**src/source/ipdom_pkg.sv**
```systemverilog
package ipdom_pkg;

    localparam int num_threads      = 4;
    localparam int pc_width         = 16;
    localparam int stack_depth      = 4;   // entry pairs, must be a power of two.
    localparam int stack_addr_width = $clog2(stack_depth);
    localparam int payload_width    = num_threads + 2 * pc_width;

    typedef logic [num_threads-1:0] thread_mask_t;
    typedef logic [pc_width-1:0]    pc_t;

    typedef enum logic [1:0] {
        op_launch = 2'd0,
        op_split  = 2'd1,
        op_join   = 2'd2
    } cmd_op_e;

    typedef struct packed {
        logic [payload_width-num_threads-pc_width-1:0] pad;
        thread_mask_t                                  mask;
        pc_t                                           start_pc;
    } launch_args_t;

    typedef struct packed {
        thread_mask_t pred;       // one predicate bit per thread.
        pc_t          else_pc;
        pc_t          reconv_pc;  // immediate post-dominator of the branch.
    } split_args_t;

    typedef struct packed {
        logic [payload_width-2:0] pad;
        logic                     diverged;
    } join_args_t;

    // the same payload word is read according to the op.
    typedef union packed {
        launch_args_t launch_args;
        split_args_t  split_args;
        join_args_t   join_args;
    } cmd_payload_u;

    typedef struct packed {
        cmd_op_e      op;
        cmd_payload_u payload;
    } cmd_t;

    typedef struct packed {
        thread_mask_t mask;
        pc_t          pc;
    } stack_entry_t;

    typedef enum logic [1:0] {
        st_ok        = 2'd0,
        st_overflow  = 2'd1,
        st_underflow = 2'd2
    } status_e;

    typedef struct packed {
        thread_mask_t mask;
        pc_t          pc;
        logic         diverged;
        status_e      status;
    } resp_t;

endpackage

```
**src/source/ipdom_ram.sv**
```systemverilog
module ipdom_ram
    import ipdom_pkg::*;
(
    input  logic                        clk,
    input  logic                        write,
    input  logic [stack_addr_width-1:0] waddr,
    input  stack_entry_t [1:0]          wdata,
    input  logic [stack_addr_width-1:0] raddr,
    output stack_entry_t [1:0]          rdata
);

    stack_entry_t [1:0] mem [stack_depth];  // half 0 else entry, half 1 restore entry.

    always_ff @(posedge clk) begin
        if (write) begin
            mem[waddr] <= wdata;
        end
    end

    // the read is asynchronous so the array maps onto distributed LUT memory.
    assign rdata = mem[raddr];

endmodule

```
**src/source/ipdom_stack.sv**
```systemverilog
module ipdom_stack
    import ipdom_pkg::*;
(
    input  logic         clk,
    input  logic         reset,
    input  stack_entry_t else_entry,
    input  stack_entry_t restore_entry,
    input  logic         push,
    input  logic         pop,
    output stack_entry_t top_entry,
    output logic         top_is_restore,
    output logic         empty,
    output logic         full
);

    logic [stack_addr_width-1:0] rd_ptr;
    logic [stack_addr_width-1:0] wr_ptr;
    logic [stack_depth-1:0]      visited;
    logic                        empty_r;
    logic                        full_r;
    stack_entry_t [1:0]          wr_pair;
    stack_entry_t [1:0]          rd_pair;

    assign wr_pair = {restore_entry, else_entry};

    always_ff @(posedge clk) begin
        if (reset) begin
            rd_ptr  <= '0;
            wr_ptr  <= '0;
            empty_r <= 1'b1;
            full_r  <= 1'b0;
        end else if (push) begin
            rd_ptr  <= wr_ptr;
            wr_ptr  <= wr_ptr + 1'b1;
            empty_r <= 1'b0;
            full_r  <= (wr_ptr == stack_addr_width'(stack_depth - 1));
        end else if (pop) begin
            // only the second pop of a slot releases it.
            wr_ptr  <= wr_ptr - stack_addr_width'(top_is_restore);
            rd_ptr  <= rd_ptr - stack_addr_width'(top_is_restore);
            empty_r <= (rd_ptr == '0) && top_is_restore;
            full_r  <= full_r && !top_is_restore;
        end
    end

    always_ff @(posedge clk) begin
        if (reset) begin
            visited <= '0;
        end else if (push) begin
            visited[wr_ptr] <= 1'b0;
        end else if (pop) begin
            visited[rd_ptr] <= 1'b1;  // next read of this slot yields the restore entry.
        end
    end

    ipdom_ram i_ram (
        .clk   (clk),
        .write (push),
        .waddr (wr_ptr),
        .wdata (wr_pair),
        .raddr (rd_ptr),
        .rdata (rd_pair)
    );

    assign top_is_restore = visited[rd_ptr];
    assign top_entry      = top_is_restore ? rd_pair[1] : rd_pair[0];
    assign empty          = empty_r;
    assign full           = full_r;

    assert property (@(posedge clk) disable iff (reset) push |-> !full_r)
        else $error("push into a full divergence stack.");

    assert property (@(posedge clk) disable iff (reset) pop |-> !empty_r)
        else $error("pop from an empty divergence stack.");

    assert property (@(posedge clk) disable iff (reset) !(push && pop))
        else $error("push and pop in the same cycle.");

endmodule

```
**src/source/split_join_unit.sv**
```systemverilog
module split_join_unit
    import ipdom_pkg::*;
(
    input  logic         clk,
    input  logic         reset,
    input  logic         exec,
    input  cmd_t         cmd,
    output logic         done,
    output resp_t        resp,
    output logic         push,
    output logic         pop,
    output stack_entry_t else_entry,
    output stack_entry_t restore_entry,
    input  stack_entry_t top_entry,
    input  logic         top_is_restore,
    input  logic         empty,
    input  logic         full
);

    thread_mask_t mask_r;
    pc_t          pc_r;
    thread_mask_t taken;
    thread_mask_t not_taken;
    logic         divergent;
    logic         is_split;
    logic         is_join;
    thread_mask_t mask_next;
    pc_t          pc_next;
    logic         diverged_next;
    status_e      status_next;

    assign taken     = mask_r & cmd.payload.split_args.pred;
    assign not_taken = mask_r & ~cmd.payload.split_args.pred;
    assign divergent = (taken != '0) && (not_taken != '0);
    assign is_split  = exec && (cmd.op == op_split);
    assign is_join   = exec && (cmd.op == op_join);

    // stack requests are combinational so they land on the same edge as the state.
    assign push = is_split && divergent && !full;
    assign pop  = is_join && cmd.payload.join_args.diverged && !empty;

    assign else_entry    = '{mask: not_taken, pc: cmd.payload.split_args.else_pc};
    assign restore_entry = '{mask: mask_r, pc: cmd.payload.split_args.reconv_pc};

    always_comb begin
        mask_next     = mask_r;
        pc_next       = pc_r;
        diverged_next = 1'b0;
        status_next   = st_ok;
        if (exec) begin
            case (cmd.op)
                op_launch: begin
                    mask_next = cmd.payload.launch_args.mask;
                    pc_next   = cmd.payload.launch_args.start_pc;
                end
                op_split: begin
                    if (taken == '0) begin
                        pc_next = cmd.payload.split_args.else_pc;  // no thread takes the branch.
                    end else if (not_taken == '0) begin
                        pc_next = pc_r + 1'b1;
                    end else if (full) begin
                        status_next = st_overflow;
                    end else begin
                        mask_next     = taken;
                        pc_next       = pc_r + 1'b1;
                        diverged_next = 1'b1;
                    end
                end
                op_join: begin
                    if (!cmd.payload.join_args.diverged) begin
                        pc_next = pc_r + 1'b1;
                    end else if (empty) begin
                        status_next = st_underflow;
                    end else begin
                        // else path first, then the saved mask at the reconvergence pc.
                        mask_next = top_entry.mask;
                        pc_next   = top_entry.pc;
                    end
                end
                default: begin
                    status_next = st_ok;
                end
            endcase
        end
    end

    always_ff @(posedge clk) begin
        if (reset) begin
            mask_r <= '0;
            pc_r   <= '0;
            done   <= 1'b0;
        end else begin
            mask_r <= mask_next;
            pc_r   <= pc_next;
            done   <= exec;
        end
    end

    always_ff @(posedge clk) begin
        if (exec) begin
            resp <= '{mask: mask_next, pc: pc_next, diverged: diverged_next,
                      status: status_next};
        end
    end

    // the else entry of a push sits on top of the stack one edge later and has threads to run.
    assert property (@(posedge clk) disable iff (reset)
        push |=> !top_is_restore && (top_entry == $past(else_entry))
                 && (top_entry.mask != '0))
        else $error("divergent push left no runnable else entry on top of the stack.");

    // a restore entry is only consumed after its else entry has been taken.
    assert property (@(posedge clk) disable iff (reset)
        (pop && top_is_restore) |-> (top_entry.mask != '0))
        else $error("restore entry popped with no threads.");

endmodule

```
**src/source/cmd_handshake.sv**
```systemverilog
module cmd_handshake
    import ipdom_pkg::*;
(
    input  logic  clk,
    input  logic  reset,
    input  logic  req,
    input  cmd_t  cmd,
    output logic  ack,
    output logic  exec,
    output cmd_t  cmd_q,
    input  logic  done,
    input  resp_t resp_in,
    output resp_t resp
);

    typedef enum logic [1:0] {
        st_idle  = 2'd0,
        st_busy  = 2'd1,
        st_acked = 2'd2
    } hs_state_e;

    hs_state_e state;
    logic      accept;

    assign accept = (state == st_idle) && req && !ack;  // held off until ack is low again.

    always_ff @(posedge clk) begin
        if (reset) begin
            state <= st_idle;
            ack   <= 1'b0;
            exec  <= 1'b0;
        end else begin
            exec <= accept;
            case (state)
                st_idle: begin
                    if (accept) begin
                        state <= st_busy;
                    end
                end
                st_busy: begin
                    if (done) begin
                        ack   <= 1'b1;
                        state <= st_acked;
                    end
                end
                st_acked: begin
                    if (!req) begin
                        ack   <= 1'b0;
                        state <= st_idle;
                    end
                end
                default: begin
                    state <= st_idle;
                end
            endcase
        end
    end

    always_ff @(posedge clk) begin
        if (accept) begin
            cmd_q <= cmd;
        end
        if ((state == st_busy) && done) begin
            resp <= resp_in;  // held for as long as ack stays high.
        end
    end

    assert property (@(posedge clk) disable iff (reset) (state == st_busy) |-> (cmd_q == cmd))
        else $error("command input changed while the controller was busy.");

endmodule

```
**src/source/divergence_top.sv**
```systemverilog
module divergence_top
    import ipdom_pkg::*;
(
    input  logic  clk,
    input  logic  reset,
    input  logic  req,
    input  cmd_t  cmd,
    output logic  ack,
    output resp_t resp
);

    logic         exec;
    logic         done;
    cmd_t         cmd_q;
    resp_t        core_resp;
    logic         push;
    logic         pop;
    stack_entry_t else_entry;
    stack_entry_t restore_entry;
    stack_entry_t top_entry;
    logic         top_is_restore;
    logic         empty;
    logic         full;

    cmd_handshake i_handshake (
        .clk     (clk),
        .reset   (reset),
        .req     (req),
        .cmd     (cmd),
        .ack     (ack),
        .exec    (exec),
        .cmd_q   (cmd_q),
        .done    (done),
        .resp_in (core_resp),
        .resp    (resp)
    );

    split_join_unit i_ctrl (
        .clk            (clk),
        .reset          (reset),
        .exec           (exec),
        .cmd            (cmd_q),
        .done           (done),
        .resp           (core_resp),
        .push           (push),
        .pop            (pop),
        .else_entry     (else_entry),
        .restore_entry  (restore_entry),
        .top_entry      (top_entry),
        .top_is_restore (top_is_restore),
        .empty          (empty),
        .full           (full)
    );

    ipdom_stack i_stack (
        .clk            (clk),
        .reset          (reset),
        .else_entry     (else_entry),
        .restore_entry  (restore_entry),
        .push           (push),
        .pop            (pop),
        .top_entry      (top_entry),
        .top_is_restore (top_is_restore),
        .empty          (empty),
        .full           (full)
    );

endmodule

```
**config.mk**
```make
export PLATFORM = sky130hd
export DESIGN_NAME = divergence_top
export DESIGN_NICKNAME = d
export VERILOG_FILES = /design/src/source/ipdom_pkg.sv /design/src/source/ipdom_ram.sv /design/src/source/ipdom_stack.sv /design/src/source/split_join_unit.sv /design/src/source/cmd_handshake.sv /design/src/source/divergence_top.sv
export SDC_FILE = /design/constraint.sdc
export NUM_CORES = 1
export LEC_CHECK = 0
export ABC_AREA = 1
export BUFFER_PORTS_ARGS = -buffer_cell sky130_fd_sc_hd__buf_2
export CAP_MARGIN = 25
export CORE_ASPECT_RATIO = 0.9
export CORE_UTILIZATION = 60
export CTS_CLUSTER_SIZE = 12
export DETAILED_ROUTE_END_ITERATION = 16
export PLACE_DENSITY = 0.78
export SYNTH_ARGS = -nofsm -noshare
export SYNTH_HDL_FRONTEND = slang
export SYNTH_SLANG_ARGS = --single-unit
```
**constraint.sdc**
```tcl
create_clock -name clk -period 11 [get_ports clk]
set_clock_uncertainty 0.15 [all_clocks]
set_input_delay 1.1 -clock clk [delete_from_list [all_inputs] [get_ports clk]]
set_output_delay 1.1 -clock clk [all_outputs]
set_load 0.01 [all_outputs]
```
== Word level (Yosys, flattened, before mapping) ==
Memories as Yosys holds them, arrays and structs flattened. A register that Yosys moved wholly into a read port is not among the register bits.
Cells that the tools add are included.
Widths: inputs -> output; s select.
Storage, ports and cells
  logic and storage cells: 124
  register bits: 119
  bits of input ports: 41
  output and inout bits: 24
  RAM bits: 160
  memories: 1
Memories
  i_stack.i_ram.mem: depth 4, bits a word 40, read ports 1, clocked after Yosys merged registers in 1, write ports 1, line ipdom_ram.sv:12  | stack_entry_t [1:0] mem [stack_depth];
Cells by class
  eq/ne operators: 8
  muxes and demuxes: 49
  order comparisons: 4
  add/sub/neg operators: 4
  bitwise operators: 7
  reduce and logical (&&, ||, !) cells: 30
Operators by type and width (number)
  $mux 16: 6
  $pmux 16 s3: 1
  $mux 4: 8
  $mux 2: 13
  $mux 20: 1
  $add 16x1->16 const B: 1
  $logic_and 1x1->1: 14
  $mux 1: 13
  $and 4x4->4: 3
  $pmux 4 s3: 1
  $logic_not 4->1: 2
  $not 4->4: 2
  $reduce_bool 4->1: 2
  $eq 2x2->1 const B: 3
  $logic_not 2->1: 3
  $lt 2x3->1 const B: 2
  $pmux 2 s3: 1
  $reduce_and 3->1: 2
  $demux 1 s2: 2
  $eq 2x1->1 const B: 2
  $ge 2x1->1 const B: 2
  $logic_not 1->1: 4
  $ne 2x1->1 const B: 2
  $or 4x4->4: 1
  other kinds (9): 11

== Logic depth before layout (Yosys ltp) ==
Gate-level depths: netlist (run 1).
  word-level depth: 9
  gate-level depth with buffers: 15
  gate-level depth less buffers: 14

== By module ==
A second synthesis (run 1) with hierarchy kept.
Unflattened totals
  cells, all modules: 1393
  area total of the unflattened synthesis: 13028.7 um2
By module, submodules not included
  ipdom_ram: cells an instance 635, times used 1, area an instance 6782.8 um2, sequential area each 4804.6 um2
  split_join_unit: cells an instance 536, times used 1, area an instance 3472.1 um2, sequential area each 1111.1 um2
  cmd_handshake: cells an instance 82, times used 1, area an instance 1986.9 um2, sequential area each 1911.8 um2
  ipdom_stack: cells an instance 140, times used 1, area an instance 787.0 um2, sequential area each 200.2 um2

== Worst setup path after synthesis (run 1) ==
Ideal clock, no wire load.
  kind: input-to-reg
  start point: input req
  end point: register i_handshake.state[0]
  path buffers: 0
  stages: 4
  setup time: 0.077 ns
  path slack: 5.453 ns
  required time: 10.773 ns
  arrival time: 5.319 ns
  path through: inv_1 nor4_1 inv_1 a21oi_1
On the way
  cells in the longest elaborated chain, start to end: 4
  elaborated cells between the ends (all ways): 5
  classes of those cells: eq/ne: 2; reduce/logical: 3
Ends and longest elaborated chain
  start, declared: line divergence_top.sv:6  | input logic req,
  $logic_and 1x1->1 (2 in a row): line cmd_handshake.sv:25  | assign accept = (state == st_idle) && req && !ack;
  via i_handshake.accept: line cmd_handshake.sv:23  | logic accept;
  $ne 2x1->1 (no source line)
  $reduce_and 3->1 (no source line)
  end signal, assigned: line cmd_handshake.sv:29  | state <= st_idle;
  end signal, assigned: line cmd_handshake.sv:37  | state <= st_busy;
  end signal, assigned: line cmd_handshake.sv:43  | state <= st_acked;
  end, declared: line cmd_handshake.sv:22  | hs_state_e state;
The timed path passes the listed nets, and every way through them passes these cells.
A chain may end at the register's enable or synchronous reset.

== Worst setup path after layout (run 1) ==
  start point: register i_ctrl.mask_r[3]
  end point: memory i_stack.i_ram.mem[3][32] (netlist bit), enable pin
On the way
  cells in the longest elaborated chain, start to end: 7
  elaborated cells between the ends (all ways): 9
  classes of those cells: mux: 2; bitwise: 2; reduce/logical: 5
Ends and longest elaborated chain
  start, declared: line split_join_unit.sv:20  | thread_mask_t mask_r;
  start signal, assigned: line split_join_unit.sv:93  | mask_r <= mask_next;
  $and 4x4->4 (on tied branches): line split_join_unit.sv:32, split_join_unit.sv:33
  $reduce_bool 4->1: line split_join_unit.sv:34  | assign divergent = (taken != '0) && (not_taken != '0);
  $logic_and 1x1->1 *: line split_join_unit.sv:34
  $logic_and 1x1->1 * (2 in a row): line split_join_unit.sv:39  | assign push = is_split && divergent && !full;
  $mux 1 *: line ipdom_ram.sv:15  | if (write) begin
  $mux 1 (implied by the code) *: line ipdom_ram.sv:16  | mem[waddr] <= wdata;
  end, declared: line ipdom_ram.sv:12
Every way passes the cells marked *; elsewhere a longest branch is shown, timed or not.

==> reports/results.txt, run 1 <==
Synth warnings: 0
Crit path buffers/inverters: 3
# DRC: 0
Crit path launch type: register
IO buf count: 64
Die Y: 136 um
CTS tree: done
Synth Register Bits: 281
CP top delay family: simple AND/OR/NAND/NOR gates
Final worst hold slack: 0.267 ns
Cell count after synthesis: 1,168
CTS Hold Bufs: 0
CTS HTree Levels: 1
Top FF cell, synth: edfxtp_1
EDFF count, synth: 244
Setup_tns: 0 ns
Avg WL per Cell: 17.9 um
Final Critical Period: 3.09 ns
Most frequent cells in the layout: 341 x nand2_1, 244 x edfxtp_1, 117 x nor2_1
Synthesized area: 0.0120 mm^2
GRT Residual Overflow: 0
Initial antenna violation count: 0
Met3 WL: 1950 um
Via count: 8,526
Layout Nets: 1,271
Antenna-violating nets left: 0
Worst path max stage delay: 0.56 ns
DP Worst Slack: 7.75 ns
Total clock sinks: 281
RSZ-0062 raised after global routing: no
VDD IR max: 0.148 mV
Drt total wl: 26,800 um
Layout cells sized above 1: 10.4%
Rows: 48
Slowest-stage cell, CP: buf_4
CP max FO: 41
Area growth syn-to-layout: 11.4%
Hold Path Class: register to register
Full die area: 0.0205 mm^2
Io pins: 65
Met1 wire length: 10,700 um
Commonest non-fill, non-tap cell in the layout: nand2_1
Relative slew slack: 29.5%
Synth Area per Inst: 10.2 um^2
CTS Buf Count: 28
DP Wirelength: 16,300 um
PD cells: 163 mW/mm^2
Leakage power: 5.15 nW
Met2 routed WL: 13,000 um
Setup bufs post-CTS: 0
Overall Global Routing Usage: 26.9%
N_diodes: 0
Core ar.: 0.0193 mm^2
Status: complete, no violations
Crit Path Category: register to register
Worst EP arrival: 3.11 ns
Fin crit share: 28.1%
Max Cap Viol: 0
First-pass GRT wire length: 41,600 um
Post-DR vias/cell: 5.70
Clk root buf: clkbuf_16
Fmax: 323 MHz
Initial Util: 61.8%
Syn Nets: 1,216
Setup ws final: 7.91 ns
Final setup fails: 0
Async S/R FF share, synth: 0%
Slew @ Worst Pin: 1.06 ns
Clk buf depth: 3
Iter 0 DRT Violations: 799
Vias in the first global route: 8,126
Yosys cell types: 33
Top layer in use: met4
Largest net degree at the start of global routing: 84
CP Cell Sequence: nand2_1 -> nand2_1 -> nor2_2 -> nor2_2 -> nand3b_1 -> inv_1 -> nand3_1 -> inv_1 -> buf_4
Final hold viol count: 0
Clk slew on worst S/H paths: 0.06 ns
GP Congestion: 0.909
CP Capture Type: register
Skew-Pair Late Insertion Delay: 0.55 ns
Die Wd: 151 um
First drt pass iteration count: 6
Final max-slew violation count: 0
Seq/Total Area, Yosys: 67.5%
# resized after CTS: 0
CP Data Required Time: 11.02 ns
## worst register-to-register path: stages (launching register included)
cell	delay, ns
dfxtp_1	0.46
nand2_1	0.13
nand2_1	0.16
nor2_2	0.09
nor2_2	0.22
nand3b_1	0.53
inv_1	0.22
nand3_1	0.12
inv_1	0.07
buf_4	0.56
## synthesized netlist by cell type, types with 5 or more instances
cell / instances / area [um^2]
ha_1: 7 / 87.6
dfxtp_1: 37 / 741
clkinv_1: 6 / 22.5
nor3_1: 5 / 25.0
nand2_1: 341 / 1280
a21oi_2: 6 / 52.6
o221ai_1: 8 / 70.1
o21ai_0: 65 / 325
buf_2: 19 / 95.1
nor2_1: 120 / 450
o21ai_1: 8 / 40.0
a21oi_1: 49 / 245
clkbuf_1: 24 / 90.1
edfxtp_1: 244 / 7330
nand3_1: 111 / 556
nand4_1: 5 / 31.3
inv_1: 83 / 312
## registers in the layout (all words and copies together) (netlist names), 2 cells and up, named ones only
name / cells
i_stack.i_ram.mem: 160
i_handshake.cmd_q: 38
i_ctrl.resp: 23
i_handshake.resp: 23
i_ctrl.pc_r: 16
i_ctrl.mask_r: 4
i_stack.visited: 4
i_handshake.state: 2
i_stack.rd_ptr: 2
i_stack.wr_ptr: 2
## kinds of logic after synthesis
group                    after synthesis  share of synthesized area (%)
XOR/XNOR                               2                          0.146
AND/OR/NAND/NOR                      591                           20.1
flip-flops                           281                           67.5
buffers and inverters                144                           5.01
adder cells (fa/ha/maj)                7                          0.732
AO/OA/AOI/OAI                        143                           6.54
## worst paths after layout
check / startpoint / end / slack [ns] / cells past startpoint
hold / removal: i_ctrl.resp[14] / i_handshake.resp[14] / 0.27 / 0
hold reg to reg: i_ctrl.resp[14] / i_handshake.resp[14] / 0.27 / 0
setup / recovery: i_ctrl.mask_r[3] / i_stack.i_ram.mem[3][32] / 7.91 / 9
setup reg to reg: i_ctrl.mask_r[3] / i_stack.i_ram.mem[3][32] / 7.91 / 9
## stage by stage
| step | total power, mW | instances | util (%) | cell area (um^2) |
|---|---|---|---|---|
| 2_1_floorplan | 1.27 | 1168 | - | 12000 |
| 3_3_place_gp | 1.30 | 1442 | 64.4 | 12500 |
| 3_5_place_dp | 1.31 | 1442 | 64.4 | 12500 |
| 4_1_cts | 2.18 | 1494 | 68.8 | 13300 |
| 5_1_grt | 2.23 | 1495 | 68.9 | 13300 |
| 6_report | 2.17 | 1495 | 68.9 | 13300 |
## area by class of cell
class | count | area, um^2
flip-flops and latches | 281 | 8070
fillers | 1402 | 6010
multi-input cells | 743 | 3320
clock buffers | 49 | 831
repair buffers | 76 | 430
inverters | 93 | 349
well taps | 250 | 313
clock inverters | 3 | 12.5
## where the power goes
part	switching [mW]	total [mW]	internal [mW]
Combinational	0.0564	0.0827	0.0262
Clock	0.374	0.880	0.506
Sequential	0.0211	1.20	1.18
Total	0.451	2.17	1.72
## per-layer routing
| layer | vias up | track usage (%) |
|---|---|---|
| li1 | 4061 | - |
| met1 | 4025 | 34.3 |
| met2 | 353 | 45.8 |
| met3 | 87 | 4.30 |
| met4 | 0 | 10.9 |
| met5 | - | 0 |
Power figures use the tool's default switching activity.
==> run 2, diff against run 1 <==
==> constraint.sdc (replaced) <==
create_clock -name clk -period 3.2 [get_ports clk]
set_clock_uncertainty 0.15 [all_clocks]
set_input_delay 0.32 -clock clk [delete_from_list [all_inputs] [get_ports clk]]
set_output_delay 0.32 -clock clk [all_outputs]
set_load 0.01 [all_outputs]
==> run 2 against run 1 <==
Register-to-register slack worse by 7.4 ns. Sequential cell count stayed put. Clock power grew to 3.6 times the previous value. Sequential power grew to 3.4 times the previous value. First-iteration DRC count is 4.5% higher. Global-route usage is 1.1 points higher. Sequential share of layout area is 2.4 points lower. Final cell count is 3.4% higher. Hold slack worse by 0.067 ns. Largest cell class unchanged. Highest routed layer unchanged.
==> reports/results.txt, run 2 (synthesized netlist as in run 1, its figures left out) <==
Layout Nets: 1,322
Placed instance area: 0.0126 mm^2
# DRC: 0
Setup_tns: 0 ns
Fill cells: 1,381
CTS tree: done
Antenna-violating nets left: 0
Slowest-stage cell, CP: o21ai_0
Drt total wl: 27,900 um
Final hold viol count: 0
Cell mode on critical path: nand2_1
GRT Residual Overflow: 0
Leakage power: 5.41 nW
Clk buf depth: 3
Total clock sinks: 281
Core ar.: 0.0193 mm^2
Final setup fails: 0
VDD IR max: 0.446 mV
Most frequent cells in the layout: 341 x nand2_1, 244 x edfxtp_1, 117 x nor2_1
Layout cells sized above 1: 11.2%
Max reg flops: 160
Final Critical Period: 2.70 ns
RSZ-0062 raised after global routing: no
Iter 0 DRT Violations: 835
Post-DR vias/cell: 5.67
Slew @ Worst Pin: 1.03 ns
Full die area: 0.0205 mm^2
Avg WL per Cell: 18.0 um
Max Cap Viol: 0
Area growth syn-to-layout: 16.1%
CP max FO: 32
Initial antenna violation count: 0
Crit path launch type: register
Worst EP arrival: 2.84 ns
CP Cell Sequence: nand2_1 -> nand2_1 -> nor2_1 -> inv_1 -> o21ai_0 -> a21oi_1 -> nor2_1 -> nand2_1 -> nand2_1 -> nand2_1
Overall Global Routing Usage: 28.0%
Vias in the first global route: 8,442
First-pass GRT wire length: 43,200 um
N_diodes: 0
CP Capture Type: register
Die Y: 136 um
Rows: 48
Fmax: 370 MHz
Final Cell Area: 0.0139 mm^2
Final max-slew violation count: 0
Reg with most FFs: i_stack.i_ram.mem
IO buf count: 64
DP Wirelength: 17,000 um
Biggest regs: i_stack.i_ram.mem x160, i_handshake.cmd_q x38
Commonest non-fill, non-tap cell in the layout: nand2_1
Status: complete, no violations
Skew-Pair Late Insertion Delay: 0.54 ns
Clk root buf: clkbuf_16
Worst path max stage delay: 0.53 ns
Final worst hold slack: 0.200 ns
GP Congestion: 0.922
Relative slew slack: 31.2%
PD cells: 549 mW/mm^2
First drt pass iteration count: 5
Largest net degree at the start of global routing: 83
Via count: 8,773
Hold Path Class: primary input to register
Fin crit share: 84.5%
CP Data Required Time: 3.33 ns
Die Wd: 151 um
Initial Util: 61.8%
CTS Buf Count: 29
CTS HTree Levels: 1
Io pins: 65
Clk slew on worst S/H paths: 0.06 ns
Crit Path Category: register to register
run 2: final timing paths:
kind	startpoint	end	slack, ns	cells after the start
worst min-delay path	reset	i_handshake.exec	0.20	2
worst max-delay path	i_handshake.cmd_q[34]	i_ctrl.resp[8]	0.50	10
worst min register to register	i_ctrl.resp[0]	i_handshake.resp[0]	0.27	0
worst max register to register	i_handshake.cmd_q[34]	i_ctrl.resp[8]	0.50	10
run 2: routing by layer:
layer | GRT usage, % | up-vias | routed length (um)
met2 | 47.7 | 366 | 13900
met4 | 10.7 | 0 | 891
met5 | 0 | - | 0
met3 | 4.90 | 67 | 1890
li1 | - | 4166 | -
met1 | 35.8 | 4174 | 11200
run 2: timing repair:
| action | 4_1_cts | 5_1_grt |
|---|---|---|
| gates resized for setup | 0 | 0 |
| endpoints found under the hold margin | 39 | 0 |
| hold buffers | 39 | 0 |
| setup buffers | 0 | 0 |
run 2: layout make-up:
| cell class | instances | area, um^2 | area share [%] |
|---|---|---|---|
| clock inverter | 6 | 53.8 | 0.388 |
| multi-input combinational | 743 | 3330 | 24.0 |
| timing repair buffer | 126 | 933 | 6.72 |
| tap | 250 | 313 | 2.25 |
| clock buffer | 47 | 835 | 6.01 |
| inverter | 93 | 349 | 2.51 |
| sequential | 281 | 8070 | 58.1 |
run 2: per-stage QoR:
step	instances	util, %	power [mW]	worst slack [ns]
floorplan	1168	-	4.37	-0.387
global placement	1454	65.2	4.49	0.639
detailed placement	1454	65.2	4.50	0.559
CTS	1546	71.8	7.63	0.545
global route	1546	71.8	7.81	0.330
finish	1546	71.8	7.62	0.495
run 2: worst max-delay path: cells and delay by family, from the launching register on:
family          cells  cell delay, ns
simple gates        7            0.78
compound gates      2            0.61
flops               1            0.40
buf+inv             1            0.51
run 2: where the power goes:
| part | total, mW | switching (mW) | internal [mW] |
|---|---|---|---|
| clock network | 3.16 | 1.31 | 1.85 |
| registers | 4.14 | 0.0726 | 4.07 |
| logic | 0.322 | 0.200 | 0.122 |
